### config.mk
export PLATFORM = sky130hd
export DESIGN_NAME = rsa_core
export DESIGN_NICKNAME = d
export VERILOG_FILES = /design/src/hdl/rsa_pkg.sv /design/src/hdl/key_generator.sv /design/src/hdl/key_store.sv /design/src/hdl/mod_exp_engine.sv /design/src/hdl/restoring_divider.sv /design/src/hdl/rsa_core.sv
export SDC_FILE = /design/constraint.sdc
export NUM_CORES = 2
export LEC_CHECK = 0
export ABC_AREA = 0
export BUFFER_PORTS_ARGS = -buffer_cell sky130_fd_sc_hd__buf_2
export CORE_UTILIZATION = 58
export CTS_BUF_LIST = sky130_fd_sc_hd__clkbuf_8
export DETAILED_ROUTE_END_ITERATION = 10
export GPL_TIMING_DRIVEN = 0
export PLACE_DENSITY = 0.8
export SETUP_SLACK_MARGIN = 0.3
export SYNTH_ARGS = -nofsm -noshare
export SYNTH_HDL_FRONTEND = slang
export SYNTH_SLANG_ARGS = --single-unit
### constraint.sdc
create_clock -name clk -period 207.6 [get_ports clk]
set_input_delay 41.52 -clock clk [delete_from_list [all_inputs] [get_ports clk]]
set_output_delay 41.52 -clock clk [all_outputs]
set_load 0.01 [all_outputs]
### src/hdl/rsa_pkg.sv
package rsa_pkg;

    // ====================
    // Datapath widths
    // ====================
    localparam int PRIME_WIDTH = 8;                // p and q
    localparam int WORD_WIDTH  = 16;               // n, totient, e, d, message, result
    localparam int PROD_WIDTH  = 2 * WORD_WIDTH;   // Full product of two words
    localparam int COEF_WIDTH  = WORD_WIDTH + 1;   // Bezout coefficient plus sign bit

    // Public exponent search
    // Smallest usable odd exponent
    localparam logic [WORD_WIDTH-1:0] FIRST_E = WORD_WIDTH'(3);
    localparam logic [WORD_WIDTH-1:0] E_STEP  = WORD_WIDTH'(2);  // Stay on odd values

    // ====================
    // Key generator FSM
    // ====================
    localparam logic [1:0] KG_IDLE   = 2'd0;  // Waiting for key request
    localparam logic [1:0] KG_INIT   = 2'd1;  // Load Euclid registers for a candidate
    localparam logic [1:0] KG_EUCLID = 2'd2;  // One division step per cycle
    localparam logic [1:0] KG_CHECK  = 2'd3;  // gcd test, accept or try next candidate

    // ====================
    // Exponentiation FSM
    // ====================
    localparam logic [1:0] EX_IDLE = 2'd0;  // Ready for a message
    localparam logic [1:0] EX_RUN  = 2'd1;  // Square and multiply
    localparam logic [1:0] EX_DONE = 2'd2;  // Result held until accepted

endpackage

### src/hdl/key_generator.sv
`timescale 1ns/1ps

module key_generator import rsa_pkg::*; (
    input  logic                   clk,
    input  logic                   reset,
    input  logic                   key_valid,
    output logic                   key_ready,
    input  logic [PRIME_WIDTH-1:0] p,
    input  logic [PRIME_WIDTH-1:0] q,
    output logic                   keygen_busy,
    output logic                   keys_done,
    output logic [WORD_WIDTH-1:0]  modulus,
    output logic [WORD_WIDTH-1:0]  e_found,
    output logic [WORD_WIDTH-1:0]  d_found
);

    logic [1:0]                   state;
    logic [PRIME_WIDTH-1:0]       p_reg, q_reg;  // Primes captured at the request
    logic [WORD_WIDTH-1:0]        totient;
    logic [WORD_WIDTH-1:0]        e_cand;        // Exponent under test
    logic [WORD_WIDTH-1:0]        a_reg, b_reg;  // Euclid pair, gcd ends up in a_reg
    logic signed [COEF_WIDTH-1:0] x_prev;        // Coefficient of a_reg w.r.t. e_cand
    logic signed [COEF_WIDTH-1:0] x_curr;        // Coefficient of b_reg
    logic signed [COEF_WIDTH-1:0] x_next;
    logic signed [COEF_WIDTH-1:0] d_adj;
    logic [WORD_WIDTH-1:0]        euclid_q, euclid_r;

    // n and phi(n) straight from the stored primes
    assign modulus = WORD_WIDTH'(p_reg) * WORD_WIDTH'(q_reg);
    assign totient = WORD_WIDTH'(p_reg - 1'b1) * WORD_WIDTH'(q_reg - 1'b1);

    // a_reg divided by b_reg each Euclid step
    restoring_divider #(
        .dividend_width(WORD_WIDTH),
        .divisor_width (WORD_WIDTH)
    ) euclid_div (
        .dividend (a_reg),
        .divisor  (b_reg),
        .quotient (euclid_q),
        .remainder(euclid_r)
    );

    // Coefficient update, x_prev - q * x_curr
    // Magnitudes stay below the totient so COEF_WIDTH bits hold the exact value
    assign x_next = x_prev - x_curr * $signed({1'b0, euclid_q});

    // Negative coefficient is folded back into 0..totient-1
    assign d_adj   = x_prev + $signed({1'b0, totient});
    assign d_found = x_prev[COEF_WIDTH-1] ? d_adj[WORD_WIDTH-1:0] : x_prev[WORD_WIDTH-1:0];
    assign e_found = e_cand;

    assign key_ready   = (state == KG_IDLE);
    assign keygen_busy = (state != KG_IDLE);
    assign keys_done   = (state == KG_CHECK) && (a_reg == WORD_WIDTH'(1));  // gcd of 1 accepts

    // ====================
    // Control FSM
    // ====================
    always_ff @(posedge clk or posedge reset) begin
        if (reset) begin
            state <= KG_IDLE;
        end else begin
            case (state)
                KG_IDLE:   if (key_valid) state <= KG_INIT;
                KG_INIT:   state <= KG_EUCLID;
                KG_EUCLID: if (b_reg == '0) state <= KG_CHECK;  // Remainder hit zero
                KG_CHECK:  state <= keys_done ? KG_IDLE : KG_INIT;
                default:   state <= KG_IDLE;
            endcase
        end
    end

    // Datapath registers
    always_ff @(posedge clk) begin
        case (state)
            KG_IDLE: begin
                if (key_valid) begin
                    p_reg  <= p;
                    q_reg  <= q;
                    e_cand <= FIRST_E;
                end
            end
            KG_INIT: begin
                a_reg  <= totient;  // gcd(totient, e_cand)
                b_reg  <= e_cand;
                x_prev <= '0;
                x_curr <= COEF_WIDTH'(1);
            end
            KG_EUCLID: begin
                if (b_reg != '0) begin
                    a_reg  <= b_reg;
                    b_reg  <= euclid_r;
                    x_prev <= x_curr;
                    x_curr <= x_next;
                end
            end
            KG_CHECK: if (!keys_done) e_cand <= e_cand + E_STEP;  // Next odd candidate
            default: ;
        endcase
    end

endmodule

### src/hdl/key_store.sv
`timescale 1ns/1ps

module key_store import rsa_pkg::*; (
    input  logic                  clk,
    input  logic                  reset,
    input  logic                  keygen_busy,
    input  logic                  keys_done,
    input  logic [WORD_WIDTH-1:0] modulus,
    input  logic [WORD_WIDTH-1:0] e_found,
    input  logic [WORD_WIDTH-1:0] d_found,
    input  logic                  encrypt,
    output logic                  keys_ready,
    output logic [WORD_WIDTH-1:0] modulus_out,
    output logic [WORD_WIDTH-1:0] public_e,
    output logic [WORD_WIDTH-1:0] exponent_sel
);

    logic [WORD_WIDTH-1:0] n_reg;
    logic [WORD_WIDTH-1:0] e_reg;
    logic [WORD_WIDTH-1:0] d_reg;   // Private, only reaches the engine
    logic                  loaded;  // A key set has been stored at least once

    // ====================
    // Key registers
    // ====================
    always_ff @(posedge clk) begin
        if (keys_done) begin
            n_reg <= modulus;
            e_reg <= e_found;
            d_reg <= d_found;
        end
    end

    always_ff @(posedge clk or posedge reset) begin
        if (reset) begin
            loaded <= 1'b0;
        end else if (keys_done) begin
            loaded <= 1'b1;
        end
    end

    // Stored keys count as stale while a new set is being generated
    assign keys_ready = loaded && !keygen_busy;

    // Public half goes out, exponent for the engine picked per message
    assign modulus_out  = n_reg;
    assign public_e     = e_reg;
    assign exponent_sel = encrypt ? e_reg : d_reg;

endmodule

### src/hdl/mod_exp_engine.sv
`timescale 1ns/1ps

module mod_exp_engine import rsa_pkg::*; (
    input  logic                  clk,
    input  logic                  reset,
    input  logic                  keys_ready,
    input  logic                  msg_valid,
    output logic                  msg_ready,
    input  logic [WORD_WIDTH-1:0] msg,
    input  logic [WORD_WIDTH-1:0] modulus_in,
    input  logic [WORD_WIDTH-1:0] exponent_in,
    output logic                  result_valid,
    input  logic                  result_ready,
    output logic [WORD_WIDTH-1:0] result
);

    logic [1:0]            state;
    logic [WORD_WIDTH-1:0] base_reg;    // msg^(2^k) mod n
    logic [WORD_WIDTH-1:0] mod_reg;     // n latched per message
    logic [WORD_WIDTH-1:0] exp_reg;     // Remaining exponent bits
    logic [WORD_WIDTH-1:0] result_reg;  // Running product
    logic [PROD_WIDTH-1:0] square_full;
    logic [PROD_WIDTH-1:0] multiply_full;
    logic [WORD_WIDTH-1:0] square_mod;
    logic [WORD_WIDTH-1:0] multiply_mod;
    logic                  msg_fire;

    assign msg_ready    = (state == EX_IDLE) && keys_ready;
    assign msg_fire     = msg_valid && msg_ready;
    assign result_valid = (state == EX_DONE);
    assign result       = result_reg;

    // Full 32 bit products, reduced without truncation
    assign square_full   = PROD_WIDTH'(base_reg) * PROD_WIDTH'(base_reg);
    assign multiply_full = PROD_WIDTH'(result_reg) * PROD_WIDTH'(base_reg);

    restoring_divider #(
        .dividend_width(PROD_WIDTH),
        .divisor_width (WORD_WIDTH)
    ) square_div (
        .dividend (square_full),
        .divisor  (mod_reg),
        .quotient (),
        .remainder(square_mod)
    );

    restoring_divider #(
        .dividend_width(PROD_WIDTH),
        .divisor_width (WORD_WIDTH)
    ) multiply_div (
        .dividend (multiply_full),
        .divisor  (mod_reg),
        .quotient (),
        .remainder(multiply_mod)
    );

    // ====================
    // Control FSM
    // ====================
    always_ff @(posedge clk or posedge reset) begin
        if (reset) begin
            state <= EX_IDLE;
        end else begin
            case (state)
                EX_IDLE: if (msg_fire) state <= EX_RUN;
                EX_RUN:  if (exp_reg == '0) state <= EX_DONE;  // All bits consumed
                EX_DONE: if (result_ready) state <= EX_IDLE;   // Held under back-pressure
                default: state <= EX_IDLE;
            endcase
        end
    end

    // Right to left square and multiply, one exponent bit per cycle
    always_ff @(posedge clk) begin
        if (state == EX_IDLE && msg_fire) begin
            base_reg   <= msg;  // Assumed below n
            mod_reg    <= modulus_in;
            exp_reg    <= exponent_in;
            result_reg <= WORD_WIDTH'(1);
        end else if (state == EX_RUN && exp_reg != '0) begin
            if (exp_reg[0]) result_reg <= multiply_mod;  // Bit set, fold base in
            base_reg <= square_mod;
            exp_reg  <= exp_reg >> 1;
        end
    end

endmodule

### src/hdl/restoring_divider.sv
`timescale 1ns/1ps

module restoring_divider #(
    parameter int dividend_width = 16,
    parameter int divisor_width  = 16
) (
    input  logic [dividend_width-1:0] dividend,
    input  logic [divisor_width-1:0]  divisor,
    output logic [dividend_width-1:0] quotient,
    output logic [divisor_width-1:0]  remainder
);

    // Partial remainder carries one extra bit for the sign of the trial subtraction
    logic [divisor_width:0] partial;
    logic [divisor_width:0] trial;

    // ====================
    // Bit serial division, unrolled
    // ====================
    always_comb begin
        partial  = '0;
        trial    = '0;
        quotient = '0;
        for (int i = dividend_width - 1; i >= 0; i--) begin
            // Bring down the next dividend bit
            partial = {partial[divisor_width-1:0], dividend[i]};
            trial   = partial - {1'b0, divisor};  // Try to take the divisor out
            if (trial[divisor_width]) begin
                quotient[i] = 1'b0;  // Went negative, keep old partial
            end else begin
                partial     = trial;  // Subtraction fits
                quotient[i] = 1'b1;
            end
        end
        // Partial stays below the divisor, so the top bit is always clear here
        remainder = partial[divisor_width-1:0];
    end

endmodule

### src/hdl/rsa_core.sv
`timescale 1ns/1ps

module rsa_core import rsa_pkg::*; (
    input  logic                   clk,
    input  logic                   reset,
    input  logic                   key_valid,
    output logic                   key_ready,
    input  logic [PRIME_WIDTH-1:0] p,
    input  logic [PRIME_WIDTH-1:0] q,
    output logic                   keys_ready,
    output logic [WORD_WIDTH-1:0]  modulus_out,
    output logic [WORD_WIDTH-1:0]  public_e,
    input  logic                   msg_valid,
    output logic                   msg_ready,
    input  logic [WORD_WIDTH-1:0]  msg,
    input  logic                   encrypt,
    output logic                   result_valid,
    input  logic                   result_ready,
    output logic [WORD_WIDTH-1:0]  result
);

    // Generator to store
    logic                  keygen_busy;
    logic                  keys_done;
    logic [WORD_WIDTH-1:0] modulus;
    logic [WORD_WIDTH-1:0] e_found;
    logic [WORD_WIDTH-1:0] d_found;
    logic [WORD_WIDTH-1:0] exponent_sel;  // Store to engine, e or d

    key_generator key_generator_inst (
        .clk        (clk),
        .reset      (reset),
        .key_valid  (key_valid),
        .key_ready  (key_ready),
        .p          (p),
        .q          (q),
        .keygen_busy(keygen_busy),
        .keys_done  (keys_done),
        .modulus    (modulus),
        .e_found    (e_found),
        .d_found    (d_found)
    );

    key_store key_store_inst (
        .clk         (clk),
        .reset       (reset),
        .keygen_busy (keygen_busy),
        .keys_done   (keys_done),
        .modulus     (modulus),
        .e_found     (e_found),
        .d_found     (d_found),
        .encrypt     (encrypt),
        .keys_ready  (keys_ready),
        .modulus_out (modulus_out),
        .public_e    (public_e),
        .exponent_sel(exponent_sel)
    );

    // Engine latches n and exponent at the message transfer
    mod_exp_engine mod_exp_engine_inst (
        .clk         (clk),
        .reset       (reset),
        .keys_ready  (keys_ready),
        .msg_valid   (msg_valid),
        .msg_ready   (msg_ready),
        .msg         (msg),
        .modulus_in  (modulus_out),
        .exponent_in (exponent_sel),
        .result_valid(result_valid),
        .result_ready(result_ready),
        .result      (result)
    );

endmodule

==> key figures <==
Cells and area
  – Top Registers: key_generator_inst.x_curr x17, key_generator_inst.x_prev x17
  – FILL cells: 14900
  – Area occupied by multi-input gates: 0.0881 mm^2
  – Nets@finish: 14900
  – Sequential standard cell area: 0.00621 mm^2
  – Layout area overhead: 4.90%
  – Layout cells sized above 1: 4.82%
  – Final Util: 61.2%
  – Most common cell after layout, fill and taps aside: ha_1
  – Final instance area: 0.105 mm^2
  – Most frequent cells in the layout: ha_1 (1608), inv_1 (1211), a21o_1 (1068), nand2_1 (928), nor2_1 (924)

Detailed routing
  – Vias per inst: 6.12
  – Routed via count: 91600
  – WL per Instance: 18.6 um
  – DR DRC count: 2
  – Initial DRC Count: 5729
  – Antenna Nets Post-Route: 0
  – Wirelength, routed: 278000 um
  – TritonRoute pass-1 iters: 10

STA
  – Worst slew pin tran: 1.36 ns
  – Slew Viols, Final: 0
  – Total negative slack: 0 ns
  – Max Clock Skew: 0.0692 ns
  – Fmax achieved: 0.00703 GHz
  – Final hold slack: 0.459 ns
  – Max-slew headroom: 9.29%
  – Final setup viols: 0
  – RSZ-0062 raised after global routing: false
  – Fin. Hold Viols: 0
  – Final worst-path cycle share: 68.5%
  – Period minus WS final: 142.25 ns

Critical path
  – Critical path capture point type: flop
  – Critical path's slowest cell: a31oi_1
  – Most repeated library cell on the critical path: a21o_1
  – Startpoint Class: flop
  – Worst Setup Path Type: flop to flop
  – CP max stage delay: 0.86 ns
  – CP Data Arrival Time: 142.76 ns
  – CP required: 208.11 ns
  – Max FO, Critical Path: 10

Yosys
  – Post-synth EDFFs: 192
  – Mapped cell area: 0.100 mm^2
  – Seq/Total Area, Yosys: 6.20%
  – Syn_area_per_cell: 8.04 um^2
  – Cell variety after synth: 135
  – Ys Warns: 0
  – Synth Flop Type: edfxtp_1
  – FFs w/ async S/R, synth: 2.35%
  – Cells after Synth: 12500
  – Register bit total from synthesis: 213

Place
  – Port bufs: 87
  – Post-Place Cell Area: 0.104 mm^2
  – GP Congestion: 0.965
  – DP Wirelength: 230000 um

Clock tree
  – CTS Buffer Depth: 3
  – Clk root buf: clkbuf_8
  – CTS tree: yes
  – Setup Fix Bufs, Post-CTS: 0
  – H-tree depth: 2
  – TritonCTS buffer count: 37
  – Clk_lat worst skew: 0.65 ns
  – Clk slew on worst S/H paths: 0.07 ns
  – Clk sink count: 213
  – Post-cts resize count: 0
  – Hold buffers post-CTS: 0

Floorplan
  – Starting Density: 58.4%
  – Die area: 0.174 mm^2
  – Row cnt: 152
  – Chip Width: 418 um
  – Die height: 418 um
  – I/O pins: 90
  – Core Area: 0.172 mm^2

Global routing
  – GRT overflow: 0
  – Vias in the first global route: 93800
  – Largest net degree at the start of global routing: 37
  – Gr usage total: 31.4%
  – First-pass GRT wire length: 457000 um
  – Antenna violations before repair: 10

Job
  – Max cap viols: 0

Min path
  – HP Class: flop to flop

Outcome
  – Status: finished with violations
  – Violated checks: design-rule violations
==> layer usage <==
layer  part of all wire, %  track usage [%]
met5                0.0061                0
met4                   4.9             14.4
met3                   6.2             4.36
met2                    49             56.8
met1                    40             36.5
==> cell type report <==
cell class	count	share of cell area, %
clock inverters	30	0.200
well taps	2310	2.75
plain buffers	336	1.27
inverters	1217	4.38
flip-flops and latches	213	5.91
repair buffers	115	1.09
multi-input cells	10700	83.9
clock buffers	37	0.485
diodes	5	0.0119
==> through the flow <==
step                      worst slack [ns]  cells
after CTS                            67.49  15000
after detailed placement             68.14  14900
after global routing                 55.71  15000
final                                65.35  15000
after global placement               70.82  14900
after floorplan                      90.90  12500
==> final timing paths <==
kind	slack, ns	endpoint	from	cells after the start
worst max-delay path	65.35	mod_exp_engine_inst.result[7]	mod_exp_engine_inst.base_reg[2]	612
max in group asynchronous	166.37	key_store_inst.loaded	reset	2
worst min-delay path	0.46	mod_exp_engine_inst.mod_reg[12]	key_store_inst.modulus_out[12]	0
worst min register to register	0.46	mod_exp_engine_inst.mod_reg[12]	key_store_inst.modulus_out[12]	0
worst max register to register	65.35	mod_exp_engine_inst.result[7]	mod_exp_engine_inst.base_reg[2]	612
min in group asynchronous	40.96	key_generator_inst.state[0]	reset	2
==> worst max-delay path: cells and delay by family, from the launching register on <==
kind | cells | cell delay, ns
compound gates | 376 | 76.66
xor+xnor | 17 | 5.96
fa+ha+maj | 40 | 14.82
mux | 15 | 5.18
simple gates | 110 | 18.92
buf+inv | 54 | 19.86
flops | 1 | 0.45
==> Yosys cell counts, types with 24 or more instances <==
master	count	share of area [%]
a211oi_1	46	0.34
a21boi_0	83	0.62
a21o_1	1068	8.0
a21oi_1	775	3.9
a221o_1	30	0.30
a222oi_1	35	0.35
a22oi_1	77	0.58
a31oi_1	41	0.26
and2_1	370	2.3
and3_1	60	0.37
buf_1	34	0.13
clkbuf_1	271	1.0
edfxtp_1	192	5.8
fa_1	657	13
ha_1	1608	20
inv_1	1215	4.6
mux2_2	243	2.7
mux2i_1	182	1.8
nand2_1	928	3.5
nand2b_1	328	2.0
nand3_1	101	0.50
nand3b_1	51	0.38
nand4_1	24	0.15
nor2_1	925	3.5
nor2b_1	270	1.7
nor3_1	91	0.45
o211ai_1	43	0.32
o21a_1	81	0.61
o21ai_0	622	3.1
o21ai_1	33	0.16
o21bai_1	91	0.68
o221ai_1	47	0.41
o31a_1	26	0.23
o31ai_1	104	0.78
or2_2	25	0.16
or3_1	48	0.30
xnor2_1	672	5.9
xor2_1	486	4.3
==> kinds of logic (layout without fill, tap and decap cells) <==
kind of cell	count (synthesis)	after routing	synth area share (%)
AO/OA/AOI/OAI	3449	3449	23.0
AND/OR/NAND/NOR	3352	3352	16.4
adder cells (fa/ha/maj)	2266	2266	33.2
buffers and inverters	1553	1735	5.89
XOR/XNOR	1183	1183	10.6
multiplexers	432	432	4.64
flip-flops	213	213	6.20
other	2	27	0.00750
Power is left out: the tool's default activity adds up to more than one toggle a clock period on the data nets, which glitch-free logic cannot reach.
